### src/dcache_pkg.sv
`default_nettype none

package dcache_pkg;

    // Core word and address width
    localparam int WORD_SIZE = 32;

    // Line geometry, four words per line
    localparam int LINE_SIZE = 128;
    localparam int WORDS_PER_LINE = LINE_SIZE / WORD_SIZE;
    localparam int LINE_BYTES = LINE_SIZE / 8;
    localparam int OFFSET_SIZE = 4;

    // Direct mapped, one line per set
    localparam int N_LINES = 4;
    localparam int SET_SIZE = 2;
    localparam int TAG_SIZE = WORD_SIZE - SET_SIZE - OFFSET_SIZE;

    // Store buffer depth and pointer widths
    localparam int SB_ENTRIES = 4;
    localparam int SB_PTR_SIZE = $clog2(SB_ENTRIES);
    localparam int SB_COUNT_SIZE = $clog2(SB_ENTRIES + 1);

    // Pin counter must reach SB_ENTRIES
    localparam int PIN_WIDTH = 3;

    // Backing memory, latency of 1 not supported
    localparam int MEM_LATENCY = 4;
    localparam int MEM_LINES = 64;
    localparam int MEM_INDEX_SIZE = $clog2(MEM_LINES);

    // Initial word is its own aligned byte address with top byte forced to A5
    localparam logic [WORD_SIZE-1:0] INIT_MASK = 32'h00ff_fffc;
    localparam logic [WORD_SIZE-1:0] INIT_FILL = 32'ha500_0000;

    typedef enum logic {
        SIZE_BYTE = 1'b0,
        SIZE_WORD = 1'b1
    } access_size_e;

    function automatic logic [WORD_SIZE-1:0] init_word(input logic [WORD_SIZE-1:0] byte_addr);
        return (byte_addr & INIT_MASK) | INIT_FILL;
    endfunction

    function automatic logic [LINE_SIZE-1:0] init_line(input int index);
        logic [LINE_SIZE-1:0] line;
        // Word w of line index sits at byte address index*16 + w*4
        for (int w = 0; w < WORDS_PER_LINE; w++) begin
            line[w*WORD_SIZE +: WORD_SIZE] = init_word(WORD_SIZE'(index * LINE_BYTES + w * 4));
        end
        return line;
    endfunction

endpackage

`default_nettype wire

### src/sb_if.sv
`timescale 1ns/1ns
`default_nettype none

interface sb_if;

    // Accepted store from the core side of the cache
    logic                             push;
    logic [dcache_pkg::WORD_SIZE-1:0] push_addr;
    logic [dcache_pkg::WORD_SIZE-1:0] push_data;
    dcache_pkg::access_size_e         push_size;

    // Head entry on offer while the buffer holds anything
    logic                             wenable;
    logic [dcache_pkg::WORD_SIZE-1:0] sb_addr;
    logic [dcache_pkg::WORD_SIZE-1:0] sb_value;
    dcache_pkg::access_size_e         sb_size;
    logic                             full;

    // Head written into the cache at this edge
    logic                             store_success;

    modport cache (
        output push, push_addr, push_data, push_size, store_success,
        input  wenable, sb_addr, sb_value, sb_size, full
    );

    modport buffer (
        input  push, push_addr, push_data, push_size, store_success,
        output wenable, sb_addr, sb_value, sb_size, full
    );

endinterface

`default_nettype wire

### src/store_buffer.sv
`timescale 1ns/1ns
`default_nettype none

module store_buffer (
    input  wire  clk,
    input  wire  rst,
    sb_if.buffer sb,
    output logic sb_empty
);

    // Circular entry payload
    logic [dcache_pkg::WORD_SIZE-1:0] addr_q  [dcache_pkg::SB_ENTRIES];
    logic [dcache_pkg::WORD_SIZE-1:0] value_q [dcache_pkg::SB_ENTRIES];
    dcache_pkg::access_size_e         size_q  [dcache_pkg::SB_ENTRIES];

    // Head points at the oldest store and tail at the next free slot
    logic [dcache_pkg::SB_PTR_SIZE-1:0]   head;
    logic [dcache_pkg::SB_PTR_SIZE-1:0]   tail;
    logic [dcache_pkg::SB_COUNT_SIZE-1:0] count;

    logic do_push;
    logic do_pop;

    assign sb_empty = (count == '0);
    assign sb.full  = (count == dcache_pkg::SB_ENTRIES);

    // Push lands only in a free slot
    assign do_push = sb.push && !sb.full;
    // Pop on a successful cache write of the head
    assign do_pop  = sb.store_success && !sb_empty;

    // Head offered continuously
    assign sb.wenable  = !sb_empty;
    assign sb.sb_addr  = addr_q[head];
    assign sb.sb_value = value_q[head];
    assign sb.sb_size  = size_q[head];

    always_ff @(posedge clk) begin
        if (do_push) begin
            addr_q[tail]  <= sb.push_addr;
            value_q[tail] <= sb.push_data;
            size_q[tail]  <= sb.push_size;
        end
    end

    always_ff @(posedge clk) begin
        if (rst) begin
            head  <= '0;
            tail  <= '0;
            count <= '0;
        end else begin
            // Pointers wrap since the depth is a power of two
            if (do_push) begin
                tail <= tail + 1'b1;
            end
            if (do_pop) begin
                head <= head + 1'b1;
            end
            // Push and pop together leave the count alone
            case ({do_push, do_pop})
                2'b10:   count <= count + 1'b1;
                2'b01:   count <= count - 1'b1;
                default: count <= count;
            endcase
        end
    end

endmodule

`default_nettype wire

### src/flat_wrapper.sv
// flat-port wrapper written by rule: the top's interface ports become plain ports
module store_buffer_flat 
  (clk, rst, sb_empty, sb_push, sb_push_addr, sb_push_data, sb_push_size, sb_store_success, sb_wenable, sb_sb_addr, sb_sb_value, sb_sb_size, sb_full);
  sb_if sb_i ();
  input  wire clk;
  input  wire rst;
  output logic sb_empty;
  input wire logic [$bits(sb_i.push)-1:0] sb_push;
  input wire logic [$bits(sb_i.push_addr)-1:0] sb_push_addr;
  input wire logic [$bits(sb_i.push_data)-1:0] sb_push_data;
  input wire logic [$bits(sb_i.push_size)-1:0] sb_push_size;
  input wire logic [$bits(sb_i.store_success)-1:0] sb_store_success;
  output wire logic [$bits(sb_i.wenable)-1:0] sb_wenable;
  output wire logic [$bits(sb_i.sb_addr)-1:0] sb_sb_addr;
  output wire logic [$bits(sb_i.sb_value)-1:0] sb_sb_value;
  output wire logic [$bits(sb_i.sb_size)-1:0] sb_sb_size;
  output wire logic [$bits(sb_i.full)-1:0] sb_full;
  assign sb_i.push = sb_push;
  assign sb_i.push_addr = sb_push_addr;
  assign sb_i.push_data = sb_push_data;
  assign sb_i.push_size = sb_push_size;
  assign sb_i.store_success = sb_store_success;
  assign sb_wenable = sb_i.wenable;
  assign sb_sb_addr = sb_i.sb_addr;
  assign sb_sb_value = sb_i.sb_value;
  assign sb_sb_size = sb_i.sb_size;
  assign sb_full = sb_i.full;
  store_buffer u_core (.clk(clk), .rst(rst), .sb(sb_i), .sb_empty(sb_empty));
endmodule
### config.mk
export PLATFORM = sky130hd
export DESIGN_NAME = store_buffer_flat
export DESIGN_NICKNAME = d
export VERILOG_FILES = /design/src/dcache_pkg.sv /design/src/sb_if.sv /design/src/store_buffer.sv /design/src/flat_wrapper.sv
export SDC_FILE = /design/constraint.sdc
export NUM_CORES = 1
export LEC_CHECK = 0
export BUFFER_PORTS_ARGS = -buffer_cell sky130_fd_sc_hd__buf_2
export CORE_ASPECT_RATIO = 2
export CORE_MARGIN = 5
export CORE_UTILIZATION = 64
export CTS_BUF_LIST = sky130_fd_sc_hd__clkbuf_4 sky130_fd_sc_hd__clkbuf_8
export CTS_CLUSTER_DIAMETER = 100
export CTS_CLUSTER_SIZE = 14
export DETAILED_ROUTE_END_ITERATION = 6
export PLACE_DENSITY = 0.94
export SETUP_SLACK_MARGIN = 0.1
export SLEW_MARGIN = 30
export SYNTH_ARGS = -nofsm -noshare
export SYNTH_HDL_FRONTEND = slang
export SYNTH_SLANG_ARGS = --single-unit
### constraint.sdc
create_clock -name clk -period 6.7 [get_ports clk]
set_clock_uncertainty 0.05 [all_clocks]
set_input_delay 0.335 -clock clk [delete_from_list [all_inputs] [get_ports clk]]
set_output_delay 0.335 -clock clk [all_outputs]
set_load 0.05 [all_outputs]
==> results.txt <==
----------------------------------------------------
[Timing]
  Setup repair after global routing missed its margin ... no
  Min Clock Period, post-route ... 3260 ps
  Worst relative slew slack ... 37.1%
  Final number of max-transition violations ... 0
  Share of the cycle needed by the critical path after routing ... 48.7%
  Maximum clock frequency ... 0.307 GHz
  Slew at the pin closest to its max-slew limit ... between 900 and 1000 ps
  Final setup viols ... 0
  Total count of hold-check failures in the final report ... 0
  Total Negative Setup Slacks ... 0 ps

[Pwr]
  Max VDD drop ... 0.327 mV
  Cell leakage power ... about 4.0 nW
  Internal power consumption ... 2.88 mW
  Switching power ... 1.62 mW
  Proportion of total power due to net switching ... 36.1%
  Share of power burned in registers ... 47.3%
  Combinational cell fraction of total power ... between 30% and 40%
  Total power after layout ... roughly 4.5 mW
  Power share of the clock group ... 19.0%
  Pwr Density ... between 300 and 400 nW/um^2

[Min path]
  WHS Path Cells ... 2
  Worst min-delay path category ... input port to flop

[Die]
  Total I/O pin count ... 137
  Die outline area ... about 18000 sq um
  Floorplan core area ... approximately 15000 sq um
  Vert. Die Dim ... 186 microns
  Overall die width ... 98.0 microns
  Initial core utilization ... roughly two thirds
  Cell row count ... 64

[Logic synthesis]
  Ys Warns ... 0
  Cell accounting for the most synthesized area ... sky130_fd_sc_hd__edfxtp_1
  Share of async-settable or async-resettable flops after synthesis ... 0%
  Part of the Yosys area used for sequential elements ... 80.6%
  Yosys reg bits ... 269
  Post-synthesis instance area ... 9910 sq um
  List of most frequent post-synthesis cells ... sky130_fd_sc_hd__edfxtp_1 (260), sky130_fd_sc_hd__mux4_2 (65), sky130_fd_sc_hd__dfxtp_1 (9)
  Proportion of netlist area held by the largest area contributor ... between 70% and 80%
  Mapped Avg Cell Area ... 25.1 sq um
  Synth Flop Type ... sky130_fd_sc_hd__edfxtp_1
  Cell with the most instances after synthesis ... sky130_fd_sc_hd__edfxtp_1
  Post-synthesis instance total ... 394
  Ranking of synthesized cells by area ... sky130_fd_sc_hd__edfxtp_1 (79%), sky130_fd_sc_hd__mux4_2 (15%), sky130_fd_sc_hd__dfxtp_1 (1.8%), sky130_fd_sc_hd__buf_12 (1.0%), sky130_fd_sc_hd__ha_1 (0.63%)
  EDFF count, synth ... 260
  Net count of the mapped netlist ... between 400 and 500
  Number of distinct library cells after synthesis ... 26

[Routing]
  Residual DRC ... 0
  Routed WL per cell ... about 23 microns
  Detailed-routing iteration count for the pre-antenna-repair pass ... 5
  Total vias in the final route ... between 4000 and 5000
  Detailed Route WL ... 18800 microns
  Number of nets with antenna violations after routing ... 0
  Vias per cell ... 5.78
  Initial detailed-routing violation count ... 255

[Global route]
  Met1 usage in global routing ... 26.2%
  Vias in the first global route ... 5189
  Top Usage Layer GRT ... met2
  Remaining global-route overflow ... 0
  First-pass GRT wire length ... 29300 microns
  Number of antenna violations at the first check in global routing ... 0
  Met2 GRT Util ... approximately 37%
  Total global-route track usage ... 21.1%
  Met3 usage ... 3.86%
  Largest net degree at the start of global routing ... 66

[Cells and area]
  Nets@finish ... 684
  Share of layout cells above drive strength 1 ... 40.1%
  Combined area of the multi-input logic cells ... 1740 sq um
  Area occupied by registers ... 8000 sq um
  Number of inserted filler cells in the final layout ... 786
  Area Growth Syn to Fin ... 19.4%

[Setup path]
  Required time at the worst-slack endpoint ... roughly 6300 ps
  Crit Path Category ... flop to output pin
  Largest incremental delay on the critical path ... 770 ps
  Peak fanout along the critical path ... 34
  Startpoint type of the worst setup path ... flop
  Signal arrival time at the worst endpoint ... about 2900 ps
  Depth of the worst register-to-register path ... 9
  Kind of end point of the critical path ... output pin
  Standard cell with the maximum stage delay on the critical path ... sky130_fd_sc_hd__dfxtp_4
  Ordered cell list for the critical path ... buf_4 > mux4_2 > buf_2

[Placement]
  Placer congestion estimate ... 0.743
  IO Port Bufs ... 136
  Final HPWL from detailed placement ... 11400 microns

[Clock tree]
  Clock tree from TritonCTS ... done
  Number of buffers added by the clock tree synthesis step ... 23
  Clock slew at the register clock pins of the worst setup and hold paths ... 90 ps
  Clk sinks ... 269
  Post-CTS resize count ... 0
  Max clock buf depth ... 3
  Root buffer cell ... sky130_fd_sc_hd__clkbuf_8
  CTS Hold Buffers Added ... 65
  H-tree lvl count ... 1
  Source-to-sink clock delay at the later pin of the worst-skew pair ... 530 ps
  Post-CTS Setup Inserts ... 0

[Outcome]
  Result of the run ... completed

[Flow run]
  MaxCap Viol Count ... 0

----------------------------------------------------
worst paths after layout:
| path | from | endpoint | slack [ps] |
|---|---|---|---|
| worst max-delay path | flop | sb_sb_addr[3] | 3440 |
| worst max register to register | u_core.count[2] | u_core.count[2] | 4070 |
| worst min register to register | u_core.head[1] | flop | 470 |
| worst min-delay path | rst | flop | 40 |
placed cells by master (no fill, tap or decap), types with 2 or more instances in the layout:
cell / instances
sky130_fd_sc_hd__a21oi_1: 4
sky130_fd_sc_hd__inv_1: 8
sky130_fd_sc_hd__dfxtp_4: 2
sky130_fd_sc_hd__nand2b_1: 2
sky130_fd_sc_hd__and2_4: 4
sky130_fd_sc_hd__clkbuf_4: 9
sky130_fd_sc_hd__buf_2: 136
sky130_fd_sc_hd__o21ai_0: 3
sky130_fd_sc_hd__or3_1: 3
sky130_fd_sc_hd__edfxtp_1: 260
sky130_fd_sc_hd__xor2_1: 3
sky130_fd_sc_hd__dlygate4sd3_1: 65
sky130_fd_sc_hd__ha_1: 5
sky130_fd_sc_hd__buf_12: 2
sky130_fd_sc_hd__clkbuf_8: 23
sky130_fd_sc_hd__mux4_2: 65
sky130_fd_sc_hd__nor2_1: 5
sky130_fd_sc_hd__dfxtp_1: 7
final cells by class:
class,instances,share of cell area (%)
antenna,1,0.0211
clock buffer,32,3.25
clock inverter,2,0.201
inverter,9,0.286
multi-input combinational,101,14.7
sequential,269,67.6
tap,198,2.09
timing repair buffer,205,11.9
power by group through the flow:
| stage | logic (mW) | clock network (mW) | registers (mW) |
|---|---|---|---|
| detailed placement | 1.48 | 0 | 2.17 |
| floorplan | 1.31 | 0 | 2.08 |
| finish | 1.52 | 0.854 | 2.13 |
| global placement | 1.45 | 0 | 2.15 |
| CTS | 1.51 | 0.871 | 2.14 |
| global route | 1.58 | 0.952 | 2.15 |
state kept, by name (all words and copies together), names as in the netlist, named ones only:
register / flops
u_core.count: 3
u_core.head: 2
u_core.addr_q: 128
u_core.size_q: 4
u_core.tail: 2
u_core.value_q: 128
cells by family after synthesis:
kind of cell,count (synthesis),synth area share [%]
AOI/OAI and AO/OA,8,0.429
xor gates and xnor gates,3,0.265
adders and majority gates,6,0.834
buffers and inverters,24,1.92
DFF,269,80.6
muxes,66,14.9
and+or+nand+nor,18,1.05
critical path, delay by kind of cell, from the launching register on:
family	cells	cell delay [ps]
multiplexers	1	640
buffers and inverters	2	880
flip-flops	1	770
layer usage:
| metal | part of all wire, % | vias to the layer above |
|---|---|---|
| met1 | 35 | 2412 |
| met2 | 56 | 178 |
| li1 | - | 2077 |
| met5 | 0 | - |
| met4 | 3.7 | 0 |
| met3 | 5.7 | 52 |
per-stage QoR:
step	hold slack, ps	cells	area [sq um]	setup WS [ps]	utilization (%)
CTS	9.56	813	11800	3340	76.9
global route	41.0	816	11800	3190	77.3
floorplan	384	394	9910	3350	-
global placement	419	714	10700	3980	70.0
detailed placement	450	714	10700	3930	70.0
finish	42.7	817	11800	3440	77.4
Note: power is estimated with default switching activity, not from simulation.
