[src/dcache_pkg.sv]
`default_nettype none

package dcache_pkg;

    // Core word and address width
    localparam int WORD_SIZE = 32;

    // Line geometry, four words per line
    localparam int LINE_SIZE = 128;
    localparam int WORDS_PER_LINE = LINE_SIZE / WORD_SIZE;
    localparam int LINE_BYTES = LINE_SIZE / 8;
    localparam int OFFSET_SIZE = 4;

    // Direct mapped, one line per set
    localparam int N_LINES = 4;
    localparam int SET_SIZE = 2;
    localparam int TAG_SIZE = WORD_SIZE - SET_SIZE - OFFSET_SIZE;

    // Store buffer depth and pointer widths
    localparam int SB_ENTRIES = 4;
    localparam int SB_PTR_SIZE = $clog2(SB_ENTRIES);
    localparam int SB_COUNT_SIZE = $clog2(SB_ENTRIES + 1);

    // Pin counter must reach SB_ENTRIES
    localparam int PIN_WIDTH = 3;

    // Backing memory, latency of 1 not supported
    localparam int MEM_LATENCY = 4;
    localparam int MEM_LINES = 64;
    localparam int MEM_INDEX_SIZE = $clog2(MEM_LINES);

    // Initial word is its own aligned byte address with top byte forced to A5
    localparam logic [WORD_SIZE-1:0] INIT_MASK = 32'h00ff_fffc;
    localparam logic [WORD_SIZE-1:0] INIT_FILL = 32'ha500_0000;

    typedef enum logic {
        SIZE_BYTE = 1'b0,
        SIZE_WORD = 1'b1
    } access_size_e;

    function automatic logic [WORD_SIZE-1:0] init_word(input logic [WORD_SIZE-1:0] byte_addr);
        return (byte_addr & INIT_MASK) | INIT_FILL;
    endfunction

    function automatic logic [LINE_SIZE-1:0] init_line(input int index);
        logic [LINE_SIZE-1:0] line;
        // Word w of line index sits at byte address index*16 + w*4
        for (int w = 0; w < WORDS_PER_LINE; w++) begin
            line[w*WORD_SIZE +: WORD_SIZE] = init_word(WORD_SIZE'(index * LINE_BYTES + w * 4));
        end
        return line;
    endfunction

endpackage

`default_nettype wire

[src/mem_if.sv]
`timescale 1ns/1ns
`default_nettype none

interface mem_if;

    // Line request, one pulse per new miss, line aligned
    logic                             mem_req;
    logic [dcache_pkg::WORD_SIZE-1:0] mem_req_addr;

    // Line response, MEM_LATENCY cycles after its request
    logic                             mem_res;
    logic [dcache_pkg::WORD_SIZE-1:0] mem_res_addr;
    logic [dcache_pkg::LINE_SIZE-1:0] mem_res_data;

    // Dirty victim write-back, applied in the cycle it appears
    logic                             mem_write;
    logic [dcache_pkg::WORD_SIZE-1:0] mem_write_addr;
    logic [dcache_pkg::LINE_SIZE-1:0] mem_write_data;

    modport cache (
        output mem_req, mem_req_addr, mem_write, mem_write_addr, mem_write_data,
        input  mem_res, mem_res_addr, mem_res_data
    );

    modport memory (
        input  mem_req, mem_req_addr, mem_write, mem_write_addr, mem_write_data,
        output mem_res, mem_res_addr, mem_res_data
    );

endinterface

`default_nettype wire

[src/sb_if.sv]
`timescale 1ns/1ns
`default_nettype none

interface sb_if;

    // Accepted store from the core side of the cache
    logic                             push;
    logic [dcache_pkg::WORD_SIZE-1:0] push_addr;
    logic [dcache_pkg::WORD_SIZE-1:0] push_data;
    dcache_pkg::access_size_e         push_size;

    // Head entry on offer while the buffer holds anything
    logic                             wenable;
    logic [dcache_pkg::WORD_SIZE-1:0] sb_addr;
    logic [dcache_pkg::WORD_SIZE-1:0] sb_value;
    dcache_pkg::access_size_e         sb_size;
    logic                             full;

    // Head written into the cache at this edge
    logic                             store_success;

    modport cache (
        output push, push_addr, push_data, push_size, store_success,
        input  wenable, sb_addr, sb_value, sb_size, full
    );

    modport buffer (
        input  push, push_addr, push_data, push_size, store_success,
        output wenable, sb_addr, sb_value, sb_size, full
    );

endinterface

`default_nettype wire

[src/cache.sv]
`timescale 1ns/1ns
`default_nettype none

module cache (
    input  wire                              clk,
    input  wire                              rst,
    input  wire                              valid,
    input  wire [dcache_pkg::WORD_SIZE-1:0]  addr,
    input  wire                              store,
    input  wire dcache_pkg::access_size_e    size,
    input  wire [dcache_pkg::WORD_SIZE-1:0]  store_data,
    output logic                             hit,
    output logic                             stall,
    output logic [dcache_pkg::WORD_SIZE-1:0] read_data,
    mem_if.cache                             mem,
    sb_if.cache                              sb
);

    // Resident lines
    logic [dcache_pkg::TAG_SIZE-1:0]  tags [dcache_pkg::N_LINES];
    logic [dcache_pkg::LINE_SIZE-1:0] data [dcache_pkg::N_LINES];
    logic [dcache_pkg::N_LINES-1:0]   line_valid;
    logic [dcache_pkg::N_LINES-1:0]   dirty;
    // Stores waiting in the buffer for each resident line
    logic [dcache_pkg::PIN_WIDTH-1:0] pins [dcache_pkg::N_LINES];

    // One outstanding miss per set
    logic [dcache_pkg::N_LINES-1:0]   pend_present;
    logic [dcache_pkg::TAG_SIZE-1:0]  pend_tag [dcache_pkg::N_LINES];
    logic [dcache_pkg::PIN_WIDTH-1:0] pend_pin [dcache_pkg::N_LINES];

    // Per-set pin adjustments this cycle
    logic [dcache_pkg::PIN_WIDTH-1:0] pin_inc  [dcache_pkg::N_LINES];
    logic [dcache_pkg::PIN_WIDTH-1:0] pin_dec  [dcache_pkg::N_LINES];
    logic [dcache_pkg::PIN_WIDTH-1:0] pend_inc [dcache_pkg::N_LINES];

    // Address split for core, store buffer head and memory response
    logic [dcache_pkg::OFFSET_SIZE-1:0] offset;
    logic [dcache_pkg::SET_SIZE-1:0]    set_idx;
    logic [dcache_pkg::TAG_SIZE-1:0]    tag;
    logic [dcache_pkg::OFFSET_SIZE-1:0] sb_offset;
    logic [dcache_pkg::SET_SIZE-1:0]    sb_set;
    logic [dcache_pkg::TAG_SIZE-1:0]    sb_tag;
    logic [dcache_pkg::SET_SIZE-1:0]    res_set;
    logic [dcache_pkg::TAG_SIZE-1:0]    res_tag;

    logic line_hit;
    logic set_free;
    logic pend_match;
    logic store_ok;
    logic store_accept;
    logic install;

    logic [dcache_pkg::LINE_SIZE-1:0] line_rd;
    logic [7:0]                       rd_byte;
    logic [dcache_pkg::WORD_SIZE-1:0] rd_word;
    logic [dcache_pkg::LINE_SIZE-1:0] merged;

    assign offset  = addr[dcache_pkg::OFFSET_SIZE-1:0];
    assign set_idx = addr[dcache_pkg::OFFSET_SIZE +: dcache_pkg::SET_SIZE];
    assign tag     = addr[dcache_pkg::WORD_SIZE-1 -: dcache_pkg::TAG_SIZE];

    assign sb_offset = sb.sb_addr[dcache_pkg::OFFSET_SIZE-1:0];
    assign sb_set    = sb.sb_addr[dcache_pkg::OFFSET_SIZE +: dcache_pkg::SET_SIZE];
    assign sb_tag    = sb.sb_addr[dcache_pkg::WORD_SIZE-1 -: dcache_pkg::TAG_SIZE];

    assign res_set = mem.mem_res_addr[dcache_pkg::OFFSET_SIZE +: dcache_pkg::SET_SIZE];
    assign res_tag = mem.mem_res_addr[dcache_pkg::WORD_SIZE-1 -: dcache_pkg::TAG_SIZE];

    // Lookup, same cycle as valid
    assign line_hit   = line_valid[set_idx] && (tags[set_idx] == tag);
    // Set may be refilled only when nothing is pending and nothing is pinned
    assign set_free   = !pend_present[set_idx] && (pins[set_idx] == '0);
    assign pend_match = pend_present[set_idx] && (pend_tag[set_idx] == tag);

    // Store goes ahead on a hit with no refill under way, or rides a request for its tag
    assign store_ok = (line_hit && !pend_present[set_idx]) || pend_match ||
                      (!line_hit && set_free);

    assign stall        = valid && (sb.full || (store ? !store_ok : !line_hit));
    assign hit          = valid && line_hit && !stall;
    assign store_accept = valid && store && !stall;

    // Miss request, dropped next cycle once pend_present is set
    assign mem.mem_req      = valid && !line_hit && set_free;
    assign mem.mem_req_addr = {tag, set_idx, {dcache_pkg::OFFSET_SIZE{1'b0}}};

    // Accepted stores go straight into the buffer
    assign sb.push      = store_accept;
    assign sb.push_addr = addr;
    assign sb.push_data = store_data;
    assign sb.push_size = size;

    // Head commits once its line is resident
    assign sb.store_success = sb.wenable && line_valid[sb_set] && (tags[sb_set] == sb_tag);

    // Victim leaves in the cycle its replacement arrives
    assign install            = mem.mem_res && pend_present[res_set];
    assign mem.mem_write      = install && line_valid[res_set] && dirty[res_set];
    assign mem.mem_write_addr = {tags[res_set], res_set, {dcache_pkg::OFFSET_SIZE{1'b0}}};
    assign mem.mem_write_data = data[res_set];

    // Load extraction, byte is sign extended
    assign line_rd = data[set_idx];
    assign rd_byte = line_rd[{offset, 3'b000} +: 8];
    assign rd_word = line_rd[{offset[dcache_pkg::OFFSET_SIZE-1:2], 5'b00000} +: dcache_pkg::WORD_SIZE];
    assign read_data = (size == dcache_pkg::SIZE_BYTE) ?
                       {{(dcache_pkg::WORD_SIZE-8){rd_byte[7]}}, rd_byte} : rd_word;

    // Merge the head store into its line
    always_comb begin
        merged = data[sb_set];
        if (sb.sb_size == dcache_pkg::SIZE_BYTE) begin
            merged[{sb_offset, 3'b000} +: 8] = sb.sb_value[7:0];
        end else begin
            merged[{sb_offset[dcache_pkg::OFFSET_SIZE-1:2], 5'b00000} +: dcache_pkg::WORD_SIZE] =
                sb.sb_value;
        end
    end

    always_comb begin
        for (int s = 0; s < dcache_pkg::N_LINES; s++) begin
            pin_inc[s]  = '0;
            pin_dec[s]  = '0;
            pend_inc[s] = '0;
            pin_inc[s][0]  = store_accept && line_hit && (set_idx == s);
            pin_dec[s][0]  = sb.store_success && (sb_set == s);
            // Accepted store on a miss pins the pending or newly requested line
            pend_inc[s][0] = store_accept && !line_hit && (set_idx == s);
        end
    end

    always_ff @(posedge clk) begin
        if (rst) begin
            line_valid   <= '0;
            dirty        <= '0;
            pend_present <= '0;
            for (int s = 0; s < dcache_pkg::N_LINES; s++) begin
                tags[s]     <= '0;
                pins[s]     <= '0;
                pend_tag[s] <= '0;
                pend_pin[s] <= '0;
            end
        end else begin
            for (int s = 0; s < dcache_pkg::N_LINES; s++) begin
                if (install && (res_set == s)) begin
                    // New line is clean and takes over the pending pins
                    line_valid[s]   <= 1'b1;
                    tags[s]         <= res_tag;
                    dirty[s]        <= 1'b0;
                    pins[s]         <= pend_pin[s] + pend_inc[s];
                    pend_present[s] <= 1'b0;
                    pend_pin[s]     <= '0;
                end else begin
                    pins[s] <= pins[s] + pin_inc[s] - pin_dec[s];
                    if (pin_dec[s][0]) begin
                        dirty[s] <= 1'b1;
                    end
                    if (mem.mem_req && (set_idx == s)) begin
                        pend_present[s] <= 1'b1;
                        pend_tag[s]     <= tag;
                        pend_pin[s]     <= pend_inc[s];
                    end else begin
                        pend_pin[s] <= pend_pin[s] + pend_inc[s];
                    end
                end
            end
        end
    end

    // Line data, the two writes never target the same set
    always_ff @(posedge clk) begin
        if (sb.store_success) begin
            data[sb_set] <= merged;
        end
        if (install) begin
            data[res_set] <= mem.mem_res_data;
        end
    end

endmodule

`default_nettype wire

[src/flat_wrapper.sv]
// flat-port wrapper written by rule: the top's interface ports become plain ports
module cache_flat 
  (clk, rst, valid, addr, store, size, store_data, hit, stall, read_data, mem_mem_req, mem_mem_req_addr, mem_mem_write, mem_mem_write_addr, mem_mem_write_data, mem_mem_res, mem_mem_res_addr, mem_mem_res_data, sb_push, sb_push_addr, sb_push_data, sb_push_size, sb_store_success, sb_wenable, sb_sb_addr, sb_sb_value, sb_sb_size, sb_full);
  mem_if mem_i ();
  sb_if sb_i ();
  input  wire clk;
  input  wire rst;
  input  wire valid;
  input  wire [dcache_pkg::WORD_SIZE-1:0] addr;
  input  wire store;
  input  wire dcache_pkg::access_size_e size;
  input  wire [dcache_pkg::WORD_SIZE-1:0] store_data;
  output logic hit;
  output logic stall;
  output logic [dcache_pkg::WORD_SIZE-1:0] read_data;
  output wire logic [$bits(mem_i.mem_req)-1:0] mem_mem_req;
  output wire logic [$bits(mem_i.mem_req_addr)-1:0] mem_mem_req_addr;
  output wire logic [$bits(mem_i.mem_write)-1:0] mem_mem_write;
  output wire logic [$bits(mem_i.mem_write_addr)-1:0] mem_mem_write_addr;
  output wire logic [$bits(mem_i.mem_write_data)-1:0] mem_mem_write_data;
  input wire logic [$bits(mem_i.mem_res)-1:0] mem_mem_res;
  input wire logic [$bits(mem_i.mem_res_addr)-1:0] mem_mem_res_addr;
  input wire logic [$bits(mem_i.mem_res_data)-1:0] mem_mem_res_data;
  output wire logic [$bits(sb_i.push)-1:0] sb_push;
  output wire logic [$bits(sb_i.push_addr)-1:0] sb_push_addr;
  output wire logic [$bits(sb_i.push_data)-1:0] sb_push_data;
  output wire logic [$bits(sb_i.push_size)-1:0] sb_push_size;
  output wire logic [$bits(sb_i.store_success)-1:0] sb_store_success;
  input wire logic [$bits(sb_i.wenable)-1:0] sb_wenable;
  input wire logic [$bits(sb_i.sb_addr)-1:0] sb_sb_addr;
  input wire logic [$bits(sb_i.sb_value)-1:0] sb_sb_value;
  input wire logic [$bits(sb_i.sb_size)-1:0] sb_sb_size;
  input wire logic [$bits(sb_i.full)-1:0] sb_full;
  assign mem_mem_req = mem_i.mem_req;
  assign mem_mem_req_addr = mem_i.mem_req_addr;
  assign mem_mem_write = mem_i.mem_write;
  assign mem_mem_write_addr = mem_i.mem_write_addr;
  assign mem_mem_write_data = mem_i.mem_write_data;
  assign mem_i.mem_res = mem_mem_res;
  assign mem_i.mem_res_addr = mem_mem_res_addr;
  assign mem_i.mem_res_data = mem_mem_res_data;
  assign sb_push = sb_i.push;
  assign sb_push_addr = sb_i.push_addr;
  assign sb_push_data = sb_i.push_data;
  assign sb_push_size = sb_i.push_size;
  assign sb_store_success = sb_i.store_success;
  assign sb_i.wenable = sb_wenable;
  assign sb_i.sb_addr = sb_sb_addr;
  assign sb_i.sb_value = sb_sb_value;
  assign sb_i.sb_size = sb_sb_size;
  assign sb_i.full = sb_full;
  cache u_core (.clk(clk), .rst(rst), .valid(valid), .addr(addr), .store(store), .size(size), .store_data(store_data), .hit(hit), .stall(stall), .read_data(read_data), .mem(mem_i), .sb(sb_i));
endmodule
[config.mk]
export PLATFORM = sky130hd
export DESIGN_NAME = cache_flat
export DESIGN_NICKNAME = d
export VERILOG_FILES = /design/src/dcache_pkg.sv /design/src/mem_if.sv /design/src/sb_if.sv /design/src/cache.sv /design/src/flat_wrapper.sv
export SDC_FILE = /design/constraint.sdc
export NUM_CORES = 2
export LEC_CHECK = 0
export BUFFER_PORTS_ARGS = -buffer_cell sky130_fd_sc_hd__buf_4
export CAP_MARGIN = 40
export CORE_ASPECT_RATIO = 1.2
export CORE_MARGIN = 2
export CORE_UTILIZATION = 30
export CTS_CLUSTER_SIZE = 30
export DETAILED_ROUTE_END_ITERATION = 16
export SETUP_SLACK_MARGIN = 0.5
export SYNTH_ARGS = -nofsm -noshare
export SYNTH_HDL_FRONTEND = slang
export SYNTH_SLANG_ARGS = --single-unit
export TNS_END_PERCENT = 1
[constraint.sdc]
create_clock -name clk -period 7.56 [get_ports clk]
set_input_delay 1.512 -clock clk [delete_from_list [all_inputs] [get_ports clk]]
set_output_delay 1.512 -clock clk [all_outputs]
set_load 0.01 [all_outputs]
==> results.txt <==
Run status -> finished, final reports clean
CTS max path bufs -> 3
Row count -> 165
CP delay by family, top -> multiplexers
Layout cells sized above 1 -> 27.3%
Drt pass-1 iters -> 6
First-pass GRT wire length -> 289000 µm
Buffers and inverters on the worst path -> 2
CTS tree -> built
Sequential group share of total power -> 43.3%
Placeable Area -> 0.168 mm²
Reg clk slew, reported paths -> 0.06 ns
Post-DP HPWL -> 145000 µm
Pint -> 0.00790 W
Fin. max-slew vios -> 0
CP max stage delay -> 0.72 ns
Drt initial violations -> 5310
HP Class -> flop to flop
Cell Pwr Density -> 185 mW/mm²
Worst rel slew slack -> 34.4%
Chip Width -> 379 µm
Synth top area cells -> edfxtp_1, mux4_2, o21ai_0
Total GRT Usage -> 23.9%
Vias/cell -> 5.72
Root Buffer -> clkbuf_16
Total gr overflow -> 0
Crit path arrival time -> 5.03 ns
Worst-Skew Late Latency -> 0.74 ns
Hold-fix buffers, CTS -> 0
Clk_skew -> 0.0812 ns
Die Span Y -> 454 µm
Die area -> 0.172 mm²
Resize count post-CTS -> 0
FMAX -> 0.153 GHz
Slew @ Worst Pin -> 0.984 ns
Critical Path Fanout Max -> 57
Syn Area/Cell -> 11.6 µm²
Most used flip-flop cell after synthesis -> edfxtp_1
Initial antenna violation count -> 53
Final hold slack -> 0.471 ns
Vias in the first global route -> 37900
Synth Cell Area -> 0.0507 mm²
Tcrit/Tclk final -> 86.5%
Most common cell after layout, fill and taps aside -> edfxtp_1
Post-synth EDFFs -> 744
WL per Instance -> 30.1 µm
Leak Pwr -> 20.7 nW
CTS Buf Count -> 91
Crit path cell chain -> buf_8 -> mux4_2 -> mux4_2 -> mux4_2 -> nand2_1 -> o21ai_0 -> buf_4
DR DRC count -> 0
Buffers added on ports -> 515
Switch share -> 27.9%
GPL Wtd Cong -> 0.952
Pre-CTS WS -> 0.986 ns
Nets -> 4963
Setup CP Type -> input port to output pin
# clock sinks -> 756
Largest net degree at the start of global routing -> 181
Max cap viols -> 0
Placed Instances -> 6798
Final WS setup -> 1.02 ns
Crit path required time -> 6.05 ns
Crit path top cell by count -> mux4_2
Crit end category -> output pin
Clock power frac -> 39.6%
RSZ-0062 raised after global routing -> false
Combinational power share -> 17.1%
Distinct cells, synth -> 73
Mapped Cells -> 4371
Register area share after synthesis -> 44.6%
Initial core utilization -> 30.1%
Final Non-Filler Cells -> 6992
Final Hold Vio Count -> 0
Post-CTS setup buffers -> 0
Yosys top cell by area -> edfxtp_1
Final Setup Violations -> 0
#FFs+latches synth -> 756
Total wire length -> 210000 µm
CP max stage cell -> mux4_2
Synth async-reset ratio -> 0%
Peak supply drop -> 0.157 mV
Final ANT Viol Nets -> 0
TNS Setup -> 0 ns
DR vias -> 40000
Switching Power -> 0.00306 W
Synthesis warning total -> 0
Area after DPL -> 0.0564 mm²
Area growth, synth to finish -> 17.3%
Top-area cell type share of the netlist area -> 44.1%
Cell area after layout -> 0.0594 mm²
Commonest non-fill, non-tap cells in the layout -> edfxtp_1, nand2_1, o21ai_0, buf_4, mux4_2
H-tree depth -> 3
IO Pins -> 592
Crit path time final -> 6.54 ns
Worst setup SP type -> input port
## Yosys cell counts, types with 30 or more instances
master,n
edfxtp_1,744
nand2_1,721
o21ai_0,646
mux4_2,510
clkbuf_1,253
and2_1,199
mux2i_1,193
nor2_1,189
a21oi_1,164
inv_1,158
buf_4,113
xnor2_1,60
buf_1,57
buf_2,30
## registers in the layout (all words and copies together) (netlist names)
register and cells:
u_core.pend_present 4, u_core.dirty 4, u_core.pins 12, u_core.pend_pin 12
u_core.data 512, u_core.pend_tag 104, u_core.line_valid 4, u_core.tags 104
## per-layer routing
| layer | GRT usage [%] | wire length (µm) | up-vias | share of wire [%] |
|---|---|---|---|---|
| met4 | 15.1 | 13600 | 28 | 6.5 |
| li1 | - | - | 16900 | - |
| met2 | 37.5 | 97500 | 2538 | 46 |
| met5 | 0 | 178 | - | 0.085 |
| met1 | 28.9 | 74300 | 20100 | 35 |
| met3 | 6.63 | 24700 | 473 | 12 |
## logic make-up after synthesis
kind of cell | synth area share (%)
AO/OA/AOI/OAI | 9.61
XOR/XNOR | 1.40
adder cells (fa/ha/maj) | 0.751
buffers and inverters | 5.71
flip-flops | 44.6
multiplexers | 26.8
other | 0.0148
AND/OR/NAND/NOR | 11.1
## final cells by class
cell class                      count  area (µm²)
Fill cell                       16500      109000
Multi-Input combinational cell   3020       25400
Sequential cell                   756       22600
Timing Repair Buffer              609        5060
Tap cell                         2254        2820
Clock buffer                      116        2370
Inverter                          160         601
Clock inverter                     50         497
Antenna cell                       27        67.6
## worst paths after layout
check,startpoint,end,slack [ns],cells past startpoint
setup / recovery,addr[4],read_data[19],1.02,7
hold / removal,u_core.dirty[1],u_core.dirty[1],0.47,1
hold reg to reg,u_core.dirty[1],u_core.dirty[1],0.47,1
setup reg to reg,u_core.tags[0][25],u_core.pins[1][2],3.09,14
## worst register-to-register path: stages (launching register included)
cell and delay (ns):
edfxtp_1 0.40, mux4_2 0.48, xor2_1 0.15, or4_1 0.61, nor4_1 0.41, nand2_1 0.30
nor3b_1 0.57, ha_1 0.23, inv_1 0.04, ha_1 0.19, fa_1 0.40, xor2_1 0.16
xnor2_1 0.15, nor2_1 0.06, a211oi_1 0.22
## power groups by stage
stage	sequential, W	combinational (W)	clock (W)
floorplan	0.00482	0.00108	0
global placement	0.00483	0.00182	0
detailed placement	0.00483	0.00185	0
CTS	0.00475	0.00186	0.00438
global route	0.00475	0.00199	0.00453
finish	0.00475	0.00188	0.00434
## per-stage QoR
| step | power [W] | util (%) |
|---|---|---|
| after floorplan | 0.00590 | - |
| after global placement | 0.00665 | 33.4 |
| after detailed placement | 0.00669 | 33.6 |
| after CTS | 0.0110 | 35.3 |
| after global routing | 0.0113 | 35.3 |
| final | 0.0110 | 35.3 |
Note: power is estimated with default switching activity, not from simulation.
